$ cat src/rtl/clock_pkg.sv
package clock_pkg;

	//////////////////////////////////////////////////////////////////////
	// BCD field types
	//////////////////////////////////////////////////////////////////////

	// One decimal digit
	typedef logic [3:0] bcd_t;
	// Two decimal digits, e.g. seconds or month
	typedef logic [7:0] bcd2_t;
	// Four decimal digits, the year or the displayed digits
	typedef logic [15:0] bcd4_t;

	// Calendar time as it leaves the counter chain
	typedef struct packed {
		bcd2_t sec;
		bcd2_t min;
		bcd2_t hr;
		bcd2_t day;
		bcd2_t mon;
		bcd4_t year;
	} date_time_t;

	//////////////////////////////////////////////////////////////////////
	// Display and speed control
	//////////////////////////////////////////////////////////////////////

	typedef logic [2:0] disp_mode_t;
	typedef logic [1:0] speed_t;
	// Bit 0 is segment a, bit 6 is segment g, lit when high
	typedef logic [6:0] seg_t;

	localparam disp_mode_t MODE_MIN_SEC = 3'd0;
	localparam disp_mode_t MODE_HR_MIN  = 3'd1;
	localparam disp_mode_t MODE_MON_DAY = 3'd2;
	localparam disp_mode_t MODE_YEAR    = 3'd3;

	// Decodes to all segments off
	localparam bcd_t BLANK_DIGIT = 4'd15;

	// Cycles per second for each speed setting, index 0 is the fastest
	localparam int TICK_CNT_W = 6;
	localparam logic [3:0][TICK_CNT_W-1:0] TICK_DIV = {6'd50, 6'd8, 6'd3, 6'd1};

	// Scan step every 2**SCAN_DIV_W cycles
	localparam int SCAN_DIV_W = 2;

	//////////////////////////////////////////////////////////////////////
	// Field limits and start values
	//////////////////////////////////////////////////////////////////////

	localparam bcd2_t BCD2_ZERO  = 8'h00;
	localparam bcd2_t BCD2_ONE   = 8'h01;
	localparam bcd4_t BCD4_ZERO  = 16'h0000;
	localparam bcd2_t LIMIT_SEC  = 8'h59;
	localparam bcd2_t LIMIT_MIN  = 8'h59;
	localparam bcd2_t LIMIT_HR   = 8'h23;
	localparam bcd2_t LIMIT_MON  = 8'h12;
	localparam bcd4_t LIMIT_YEAR = 16'h9999;

	// 2000-01-01 00:00:00
	localparam date_time_t RESET_TIME = '{
		sec:  8'h00,
		min:  8'h00,
		hr:   8'h00,
		day:  8'h01,
		mon:  8'h01,
		year: 16'h2000
	};

endpackage

$ cat src/rtl/tick_generator.sv
module tick_generator (
	input  logic              clk,
	input  logic              rst,
	input  clock_pkg::speed_t speed,
	input  logic              restart,
	output logic              sec_tick
);
	import clock_pkg::*;

	logic [TICK_CNT_W-1:0] div_cnt;
	logic [TICK_CNT_W-1:0] div_last;
	speed_t                speed_q;
	logic                  speed_chg;

	assign div_last  = TICK_DIV[speed] - TICK_CNT_W'(1);
	assign speed_chg = (speed != speed_q);

	// Last speed seen, so a new setting starts a fresh second
	always_ff @(posedge clk) begin
		speed_q <= speed;
	end

	always_ff @(posedge clk) begin
		if (rst) begin
			div_cnt  <= '0;
			sec_tick <= 1'b0;
		end else if (restart || speed_chg) begin
			div_cnt  <= '0;
			sec_tick <= 1'b0;
		end else if (div_cnt == div_last) begin
			// End of one second
			div_cnt  <= '0;
			sec_tick <= 1'b1;
		end else begin
			div_cnt  <= div_cnt + TICK_CNT_W'(1);
			sec_tick <= 1'b0;
		end
	end

endmodule

$ cat src/rtl/bcd_counter.sv
module bcd_counter #(
	parameter int DIGITS = 2
) (
	input  logic                clk,
	input  logic                rst,
	input  logic                inc,
	input  logic                load,
	input  logic [DIGITS*4-1:0] load_val,
	input  logic [DIGITS*4-1:0] limit,
	input  logic [DIGITS*4-1:0] first,
	input  logic [DIGITS*4-1:0] reset_val,
	output logic [DIGITS*4-1:0] cnt,
	output logic                carry
);
	import clock_pkg::*;

	logic [DIGITS*4-1:0] cnt_next;
	logic                at_limit;

	assign at_limit = (cnt == limit);
	// Combinational so the whole chain ripples in one cycle
	assign carry = inc && at_limit;

	// Decimal increment, digit 0 is the least significant
	always_comb begin : decimal_inc
		logic ripple;
		bcd_t digit;
		ripple = 1'b1;
		for (int i = 0; i < DIGITS; i++) begin
			digit = cnt[i*4 +: 4];
			if (!ripple) begin
				cnt_next[i*4 +: 4] = digit;
			end else if (digit == 4'd9) begin
				cnt_next[i*4 +: 4] = 4'd0;
			end else begin
				cnt_next[i*4 +: 4] = digit + 4'd1;
				ripple = 1'b0;
			end
		end
	end

	always_ff @(posedge clk) begin
		if (rst) begin
			cnt <= reset_val;
		end else if (load) begin
			cnt <= load_val;
		end else if (inc) begin
			// Wrap back to the first legal value
			cnt <= at_limit ? first : cnt_next;
		end
	end

endmodule

$ cat src/rtl/month_length.sv
module month_length (
	input  clock_pkg::bcd2_t mon,
	input  clock_pkg::bcd4_t year,
	output clock_pkg::bcd2_t last_day
);
	import clock_pkg::*;

	logic century;
	logic leap;

	// Two-digit BCD value divisible by 4
	function automatic logic div_by_4(input bcd_t tens, input bcd_t ones);
		logic ok;
		if (tens[0]) begin
			ok = (ones == 4'd2) || (ones == 4'd6);
		end else begin
			ok = (ones == 4'd0) || (ones == 4'd4) || (ones == 4'd8);
		end
		return ok;
	endfunction

	// Year ends in 00
	assign century = (year[7:0] == 8'h00);

	// Every 4th year, except centuries not divisible by 400
	always_comb begin
		if (century) begin
			leap = div_by_4(year[15:12], year[11:8]);
		end else begin
			leap = div_by_4(year[7:4], year[3:0]);
		end
	end

	always_comb begin
		case (mon)
			8'h02: last_day = leap ? 8'h29 : 8'h28;
			8'h04,
			8'h06,
			8'h09,
			8'h11: last_day = 8'h30;
			default: last_day = 8'h31;
		endcase
	end

endmodule

$ cat src/rtl/display_select.sv
module display_select (
	input  clock_pkg::disp_mode_t mode,
	input  clock_pkg::date_time_t now,
	output clock_pkg::bcd4_t      digits
);
	import clock_pkg::*;

	// Leftmost digit sits in the top nibble
	always_comb begin
		case (mode)
			MODE_MIN_SEC: begin
				digits = {now.min, now.sec};
			end
			MODE_HR_MIN: begin
				digits = {now.hr, now.min};
			end
			MODE_MON_DAY: begin
				digits = {now.mon, now.day};
			end
			MODE_YEAR: begin
				digits = now.year;
			end
			default: begin
				// Unused modes leave the display dark
				digits = {4{BLANK_DIGIT}};
			end
		endcase
	end

endmodule

$ cat src/rtl/digit_scan.sv
module digit_scan (
	input  logic             clk,
	input  logic             rst,
	input  clock_pkg::bcd4_t digits,
	output logic [3:0]       an,
	output clock_pkg::seg_t  seg
);
	import clock_pkg::*;

	logic [SCAN_DIV_W-1:0] scan_div;
	logic [1:0]            scan_idx;
	logic                  scan_step;
	bcd_t                  cur_digit;

	//////////////////////////////////////////////////////////////////////
	// Segment decoder
	//////////////////////////////////////////////////////////////////////

	// Segment order is g f e d c b a, MSB first
	function automatic seg_t decode_seg(input bcd_t d);
		seg_t s;
		case (d)
			4'd0: s = 7'h3f;
			4'd1: s = 7'h06;
			4'd2: s = 7'h5b;
			4'd3: s = 7'h4f;
			4'd4: s = 7'h66;
			4'd5: s = 7'h6d;
			4'd6: s = 7'h7d;
			4'd7: s = 7'h07;
			4'd8: s = 7'h7f;
			4'd9: s = 7'h6f;
			// Anything else stays dark
			default: s = 7'h00;
		endcase
		return s;
	endfunction

	//////////////////////////////////////////////////////////////////////
	// Scan timing
	//////////////////////////////////////////////////////////////////////

	assign scan_step = &scan_div;
	assign cur_digit = digits[{scan_idx, 2'b00} +: 4];

	// Leftmost digit first, then downwards
	always_ff @(posedge clk) begin
		if (rst) begin
			scan_div <= '0;
			scan_idx <= 2'd3;
		end else begin
			scan_div <= scan_div + 1'b1;
			if (scan_step) begin
				scan_idx <= scan_idx - 2'd1;
			end
		end
	end

	// Anode and segments move together
	always_ff @(posedge clk) begin
		if (rst) begin
			an  <= 4'b1000;
			seg <= '0;
		end else begin
			an  <= 4'b0001 << scan_idx;
			seg <= decode_seg(cur_digit);
		end
	end

endmodule

$ cat src/rtl/electronic_clock.sv
module electronic_clock (
	input  logic                  clk,
	input  logic                  rst,
	input  clock_pkg::speed_t     speed,
	input  clock_pkg::disp_mode_t mode,
	input  logic                  set_en,
	input  clock_pkg::date_time_t set_time,
	output clock_pkg::date_time_t now,
	output logic [3:0]            an,
	output clock_pkg::seg_t       seg,
	output logic [2:0]            led
);
	import clock_pkg::*;

	logic  sec_tick;
	logic  sec_inc;
	logic  carry_sec, carry_min, carry_hr, carry_day, carry_mon;
	bcd2_t day_limit;
	bcd4_t disp_digits;

	tick_generator tick_gen (
		.clk      (clk),
		.rst      (rst),
		.speed    (speed),
		.restart  (set_en),
		.sec_tick (sec_tick)
	);

	// A load freezes counting for its cycle
	assign sec_inc = sec_tick && !set_en;

	//////////////////////////////////////////////////////////////////////
	// Carry chain, seconds up to year
	//////////////////////////////////////////////////////////////////////

	bcd_counter #(.DIGITS(2)) cnt_sec (
		.clk(clk), .rst(rst), .inc(sec_inc), .load(set_en),
		.load_val(set_time.sec), .limit(LIMIT_SEC), .first(BCD2_ZERO),
		.reset_val(RESET_TIME.sec), .cnt(now.sec), .carry(carry_sec)
	);

	bcd_counter #(.DIGITS(2)) cnt_min (
		.clk(clk), .rst(rst), .inc(carry_sec), .load(set_en),
		.load_val(set_time.min), .limit(LIMIT_MIN), .first(BCD2_ZERO),
		.reset_val(RESET_TIME.min), .cnt(now.min), .carry(carry_min)
	);

	bcd_counter #(.DIGITS(2)) cnt_hr (
		.clk(clk), .rst(rst), .inc(carry_min), .load(set_en),
		.load_val(set_time.hr), .limit(LIMIT_HR), .first(BCD2_ZERO),
		.reset_val(RESET_TIME.hr), .cnt(now.hr), .carry(carry_hr)
	);

	// Day limit follows the month and the leap year
	bcd_counter #(.DIGITS(2)) cnt_day (
		.clk(clk), .rst(rst), .inc(carry_hr), .load(set_en),
		.load_val(set_time.day), .limit(day_limit), .first(BCD2_ONE),
		.reset_val(RESET_TIME.day), .cnt(now.day), .carry(carry_day)
	);

	bcd_counter #(.DIGITS(2)) cnt_mon (
		.clk(clk), .rst(rst), .inc(carry_day), .load(set_en),
		.load_val(set_time.mon), .limit(LIMIT_MON), .first(BCD2_ONE),
		.reset_val(RESET_TIME.mon), .cnt(now.mon), .carry(carry_mon)
	);

	bcd_counter #(.DIGITS(4)) cnt_year (
		.clk(clk), .rst(rst), .inc(carry_mon), .load(set_en),
		.load_val(set_time.year), .limit(LIMIT_YEAR), .first(BCD4_ZERO),
		.reset_val(RESET_TIME.year), .cnt(now.year), .carry()
	);

	month_length mon_len (
		.mon      (now.mon),
		.year     (now.year),
		.last_day (day_limit)
	);

	//////////////////////////////////////////////////////////////////////
	// Display path
	//////////////////////////////////////////////////////////////////////

	display_select disp_sel (
		.mode   (mode),
		.now    (now),
		.digits (disp_digits)
	);

	digit_scan scan (
		.clk    (clk),
		.rst    (rst),
		.digits (disp_digits),
		.an     (an),
		.seg    (seg)
	);

	assign led = {carry_hr, carry_min, carry_sec};

endmodule

$ cat config.mk
export PLATFORM = sky130hd
export DESIGN_NAME = electronic_clock
export DESIGN_NICKNAME = d
export VERILOG_FILES = /design/src/rtl/clock_pkg.sv /design/src/rtl/tick_generator.sv /design/src/rtl/bcd_counter.sv /design/src/rtl/month_length.sv /design/src/rtl/display_select.sv /design/src/rtl/digit_scan.sv /design/src/rtl/electronic_clock.sv
export SDC_FILE = /design/constraint.sdc
export NUM_CORES = 1
export LEC_CHECK = 0
export ABC_AREA = 1
export BUFFER_PORTS_ARGS = -buffer_cell sky130_fd_sc_hd__buf_2
export CAP_MARGIN = 30
export CORE_ASPECT_RATIO = 1.25
export CORE_MARGIN = 1
export CORE_UTILIZATION = 45
export CTS_CLUSTER_DIAMETER = 150
export CTS_CLUSTER_SIZE = 30
export DETAILED_ROUTE_END_ITERATION = 6
export PLACE_DENSITY = 0.77
export SETUP_SLACK_MARGIN = 0.15
export SLEW_MARGIN = 20
export SYNTH_ARGS = -nofsm -noshare
export SYNTH_HDL_FRONTEND = slang
export SYNTH_SLANG_ARGS = --single-unit
$ cat constraint.sdc
create_clock -name clk -period 2.45 [get_ports clk]
set_clock_uncertainty 0.2 [all_clocks]
set_input_delay 0.245 -clock clk [delete_from_list [all_inputs] [get_ports clk]]
set_output_delay 0.245 -clock clk [all_outputs]
set_load 0.01 [all_outputs]
# Word level (Yosys, flattened, before mapping)
# Memory sizes are Yosys's and may differ from the RTL's. A register that Yosys moved wholly into a read port is not among the register bits.
# Cells that the tools add are included.
dict set report word_totals {
  mem_bits_ro 112
  mem_count 1
  input_bits 64
  register_bits 73
}
dict set report classes {
  shifts 2
  n_eq_ne 38
  mux 59
  magnitude_cmp 1
  add_sub_neg 18
  reduce_logical 44
}
# memory depth word_bits rd rd_ports_with_merged_regs write_ports line
set memory_table {}
lappend memory_table {{(name not given)} 16 7 1 1 0 digit_scan.sv:22} ;# case (d)
# operator count
set op_table {}
lappend op_table {{two-way mux 8 bit} 15}
lappend op_table {{two-way mux 4 bit} 22}
lappend op_table {{equality test 4 bit (second input constant)} 16}
lappend op_table {{case mux 16 bit (4 select lines)} 1}
lappend op_table {{adder 4 x 1 -> 4 bit (second input constant)} 14}
lappend op_table {{two-way mux 16 bit} 3}
lappend op_table {{nonzero test 3 bit} 8}
lappend op_table {{AND reduction 2 bit} 9}
lappend op_table {{equality test 16 bit (second input constant)} 1}
lappend op_table {{equality test 4 x 3 -> 1 bit (second input constant)} 4}
lappend op_table {{equality test 8 x 3 -> 1 bit (second input constant)} 2}
lappend op_table {{equality test 8 x 5 -> 1 bit (second input constant)} 2}
lappend op_table {{equality test 8 x 7 -> 1 bit (second input constant)} 2}
lappend op_table {{case mux 8 bit (2 select lines)} 1}
lappend op_table {{indexed part select 16 x 5 -> 4 bit} 1}
lappend op_table {{two-way mux 1 bit} 15}
lappend op_table {{binary-select mux 6 bit (select 2 bit)} 1}
lappend op_table {{nonzero test 2 bit} 6}
lappend op_table {{equality test 4 x 2 -> 1 bit (second input constant)} 2}
lappend op_table {{equality test 8 x 2 -> 1 bit (second input constant)} 1}
lappend op_table {{equality test 8 x 4 -> 1 bit (second input constant)} 1}
lappend op_table {{equality test 8 x 6 -> 1 bit (second input constant)} 1}
lappend op_table {{equality test 8 bit} 1}
lappend op_table {{zero test 4 bit} 2}
lappend op_table {{19 further kinds} 31}

# Depth between registers and ports, before layout
dict set report depth {
  depth_word 12
  mapped_depth 18
}

# By module
# A second synthesis with hierarchy kept.
dict set report unflattened {
  cells_unflattened 1180
  area_unflattened_um2 7933.9
}
# mod area_each_um2 cells_each instances
set modules_own_cells {}
lappend modules_own_cells {{bcd_counter (cnt_day ...)} 773.2 105 5}
lappend modules_own_cells {{bcd_counter (cnt_year)} 1549.0 239 1}
lappend modules_own_cells {display_select 917.1 178 1}
lappend modules_own_cells {digit_scan 819.5 107 1}
lappend modules_own_cells {tick_generator 473.0 66 1}
lappend modules_own_cells {month_length 269.0 58 1}
lappend modules_own_cells {electronic_clock 40.0 7 1}

# Worst setup path before layout
# Ideal clock, no wire load.
dict set report synth_path {
  kind {reg-to-reg}
  startpoint {reg cnt_sec.cnt[0]}
  endpoint {reg cnt_year.cnt[10]}
  arrival_time_ns 1.783
  required_ns 2.140
  setup_slack_ns 0.357
  synth_period_minus_slack_ns 2.093
  path_buffers 1
  stages_incl_launch_ff 12
  setup_time_ns 0.110
  cell_sequence {dfxtp_1 > ha_1 > nand3_2 > nor2_2 > nand2_2 > nor2_4 > nand2_2 > o21ai_4 > buf_4 > nand4_1 > nand2_1 > nor2_1}
}
dict set report synth_via {
  elab_chain_len 8
}
# item line
set synth_rtl {}
lappend synth_rtl {{start, declared} bcd_counter.sv:12} ;# output logic [DIGITS*4-1:0] cnt,
lappend synth_rtl {{start signal, assigned} bcd_counter.sv:44} ;# cnt <= reset_val;
lappend synth_rtl {{start signal, assigned} bcd_counter.sv:46} ;# cnt <= load_val;
lappend synth_rtl {{start signal, assigned} bcd_counter.sv:49} ;# cnt <= at_limit ? first : cnt_next;
lappend synth_rtl {{equality test 8 x 7 -> 1 bit} bcd_counter.sv:20} ;# assign at_limit = (cnt == limit);
lappend synth_rtl {{logical AND 1 bit (2 in a row)} bcd_counter.sv:22} ;# assign carry = inc && at_limit;
lappend synth_rtl {{via carry_min} electronic_clock.sv:17} ;# logic carry_sec, carry_min, carry_hr, carry_day, carry_mon;
lappend synth_rtl {{logical AND 1 bit (3 in a row)} bcd_counter.sv:22}
lappend synth_rtl {{nonzero test 2 bit (no source line)} n/a}
lappend synth_rtl {{AND reduction 2 bit (no source line)} n/a}
lappend synth_rtl {{end signal, assigned} bcd_counter.sv:44}
lappend synth_rtl {{end signal, assigned} bcd_counter.sv:46}
lappend synth_rtl {{end signal, assigned} bcd_counter.sv:49}
lappend synth_rtl {{end, declared} bcd_counter.sv:12}
# The timed path passes the listed nets, and every way through them passes these cells.
# A chain may end at the register's enable or synchronous reset.

# Worst setup path after layout
dict set report layout_path {
  startpoint {reg cnt_sec.cnt[5]}
  endpoint {out led[2]}
}
dict set report layout_via {
  elab_chain_len 4
}
# item line
set layout_rtl {}
lappend layout_rtl {{equality test 8 x 7 -> 1 bit} bcd_counter.sv:20}
lappend layout_rtl {{logical AND 1 bit (3 in a row)} bcd_counter.sv:22}
lappend layout_rtl {{end, declared} electronic_clock.sv:11} ;# output logic [2:0] led
# Every way passes these cells.

==> metrics <==
outcome complete, no violations; Port Buffer Count 133; First-pass DRT Iterations 4; initial antenna violation count 0; GRT overflow 0; DRC 0; Distinct cells, synth 48; WL/cell 14.4 microns; GR Util All Layers 0.268; Adder-Cell Fraction of Synth Area 0.0690; final worst setup slack 0.253 ns; cell with the most instances after synthesis nand2_1; Worst-path clk slew 0.06 ns; Final Hold Fails 0; Synth Instances 855; FMAX 455 MHz; dpl hpwl 12500 microns; Area contributors post-synth dfxtp_1 (28%), nand2_1 (13%), ha_1 (6.9%); GPL Wtd Cong 0.922; Synth area leader dfxtp_1; final slew viol count 0; r2r worst-path depth 14; Most used DFF post-synth dfxtp_1; Layout Nets 1111; fin crit period 2.20 ns; largest net degree at the start of global routing 38; final setup TNS 0 ns; Final Power 3.84 mW; reg2reg start cnt_mon.cnt[1]$_SDFFE_PP0P_; simple-gate area share of the yosys netlist 0.369; Worst VDD drop 0.000284 V; Crit. Startpoint cnt_sec.cnt[5]$_SDFFE_PP0P_; Initial DRC Count 275; Post-DRT Antenna Nets 0; crit path DAT 1.75 ns; Worst Path Max Fanout 3; height of the chip 127 microns; num rows 45; synthesized area per cell 6.58 sq um; crit path kind flip-flop to output pin; max cap viols 0; fillcell total 1189; number of global-route vias before repair 5743; mux cell area share after synthesis 0; die extent in x 102 microns; Ys Warns 0; syn nets 950; post-synth design cell area 0.00563 sq mm; later-pin clock latency in the skew report 0.35 ns; PwrDens 538 mW/mm^2; Yosys reg bits 80; die area 0.0130 sq mm; cell area after layout 0.00714 sq mm; final core occ 0.587; n_diodes 0; post-synthesis xor/xnor area fraction 0.0420; CTS tree yes; Clk Tree Root Cell clkbuf_16; via count 6248; Detailed Route WL 17100 microns; core area 0.0122 sq mm; Post-synth EDFFs 0; largest family of logic cells by synthesized area simple AND/OR/NAND/NOR gates; Worst Setup EP led[2]; Synth top area share 0.285; R2R Path End cnt_year.cnt[0]$_SDFFE_PP0P_; Rel. slew slack 0.602; Crit. End Element output pin; Worst EP required 2.01 ns; Slew @ Worst Pin 0.592 ns; top cells by count, synth nand2_1 (202), nor2_1 (102), inv_1 (92); crit share post-route 0.897; IO Pins 134; reg-to-reg slack, setup 0.32 ns; TritonCTS Buffers 9; Static Leak 3.48 nW; vias per inst 5.27; Longest Clk Path Bufs 2; Hold Crit Class input pin to flip-flop; placed cell areas 0.00656 sq mm; Compound-Gate Fraction of Synth Area 0.145; RSZ-0062 raised after global routing no; worst slack at placement 0.103 ns; type of origin of the critical path flip-flop; CTS Sinks 80; Starting Density 0.463; Seq/Total Area, Yosys 0.285; H-tree Lvls 3; layout cells sized above 1 0.237; Final Setup Violations 0; Layout area overhead 26.8%; async set-reset flop share out of synthesis 0; first-pass GRT wire length 27200 microns
-- registers in the layout, summed over array words and instances (netlist names) --
register,cells
cnt_hr.cnt,8
scan.scan_div,2
tick_gen.sec_tick,1
tick_gen.div_cnt,6
tick_gen.speed_q,2
cnt_day.cnt,8
scan.scan_idx,2
scan.an,4
cnt_mon.cnt,8
cnt_year.cnt,16
scan.seg,7
cnt_sec.cnt,8
cnt_min.cnt,8
-- logic make-up after synthesis --
family                     Yosys count
adders and majority gates           31
AOI/OAI and AO/OA                  144
DFF                                 80
xor gates and xnor gates            27
buffers and inverters              127
and+or+nand+nor                    446
-- placed cells by master (no fill, tap or decap), drive strengths merged --
| cell type | n |
|---|---|
| dlygate4sd3 | 14 |
| inv | 100 |
| nand3b | 3 |
| dfxtp | 80 |
| o31ai | 2 |
| nor4 | 1 |
| o2111ai | 2 |
| a21oi | 48 |
| nand2 | 213 |
| or2 | 8 |
| nand3 | 79 |
| nor2 | 111 |
| a32oi | 1 |
| a22oi | 2 |
| clkinvlp | 1 |
| o41ai | 1 |
| a31oi | 10 |
| ha | 31 |
| clkbuf | 12 |
| a221oi | 1 |
| buf | 162 |
| a211oi | 6 |
| nand4 | 17 |
| a22o | 1 |
| clkinv | 1 |
| nor3b | 1 |
| nor3 | 8 |
| xnor2 | 11 |
| o21ai | 61 |
| and2 | 2 |
| or3b | 1 |
| o22ai | 8 |
| bufinv | 2 |
| xor2 | 16 |
| and3 | 3 |
| a31o | 1 |
-- repair_timing --
item	CTS	global route
setup endpoints to repair	0	35
resized for setup	0	17
hold endpoints to repair	14	0
hold buffers	14	0
buffers inserted	0	6
-- final cells by class --
type | instances | area (sq um) | area share
inverters | 100 | 378 | 0.0530
flip-flops and latches | 80 | 1610 | 0.225
multi-input cells | 649 | 3560 | 0.499
repair buffers | 176 | 1050 | 0.147
clock inverters | 4 | 76.3 | 0.0107
clock buffers | 12 | 256 | 0.0359
well taps | 164 | 205 | 0.0288
-- through the flow --
stage / cells / hold slack, ns
after floorplan: 855 / 0.0727
after global placement: 1148 / 0.204
after detailed placement: 1148 / 0.207
after CTS: 1178 / 0.00730
after global routing: 1185 / 0.0200
final: 1185 / 0.0128
-- where the power goes --
group          leakage, nW  internal (mW)  total, mW  switching (mW)
sequential           0.659           1.38       1.49           0.105
combinational         2.67          0.340      0.851           0.510
clock                0.159          0.950       1.50           0.550
-- critical path, stage by stage, from the launching register on --
cell and delay (ns):
dfxtp_1 0.32, inv_1 0.08, ha_2 0.18, nand3_1 0.09
nor2_2 0.15, nand2_2 0.10, nor2_4 0.16, nand2_4 0.09
inv_2 0.11, buf_2 0.14
-- worst min-delay path by stage --
stage                                start                          end  slack (ns)  cells past startpoint
2_1_floorplan                     speed[0]  tick_gen.speed_q[0]$_DFF_P_        0.07                      0
3_3_place_gp   scan.scan_div[0]$_SDFF_PP0_  scan.scan_div[0]$_SDFF_PP0_        0.20                      1
3_5_place_dp   scan.scan_div[0]$_SDFF_PP0_  scan.scan_div[0]$_SDFF_PP0_        0.21                      1
4_1_cts                       set_time[55]  cnt_sec.cnt[7]$_SDFFE_PP0P_       0.007                      3
5_1_grt                       set_time[51]  cnt_sec.cnt[3]$_SDFFE_PP0P_        0.02                      3
6_report                      set_time[55]  cnt_sec.cnt[7]$_SDFFE_PP0P_        0.01                      3
-- layer usage --
metal,GRT usage,up-vias,share of wire
met5,0,-,0
met4,0.150,0,0.039
met3,0.0520,50,0.057
met2,0.450,223,0.49
met1,0.315,2852,0.41
li1,-,3123,-
Note: power is estimated with default switching activity, not from simulation.
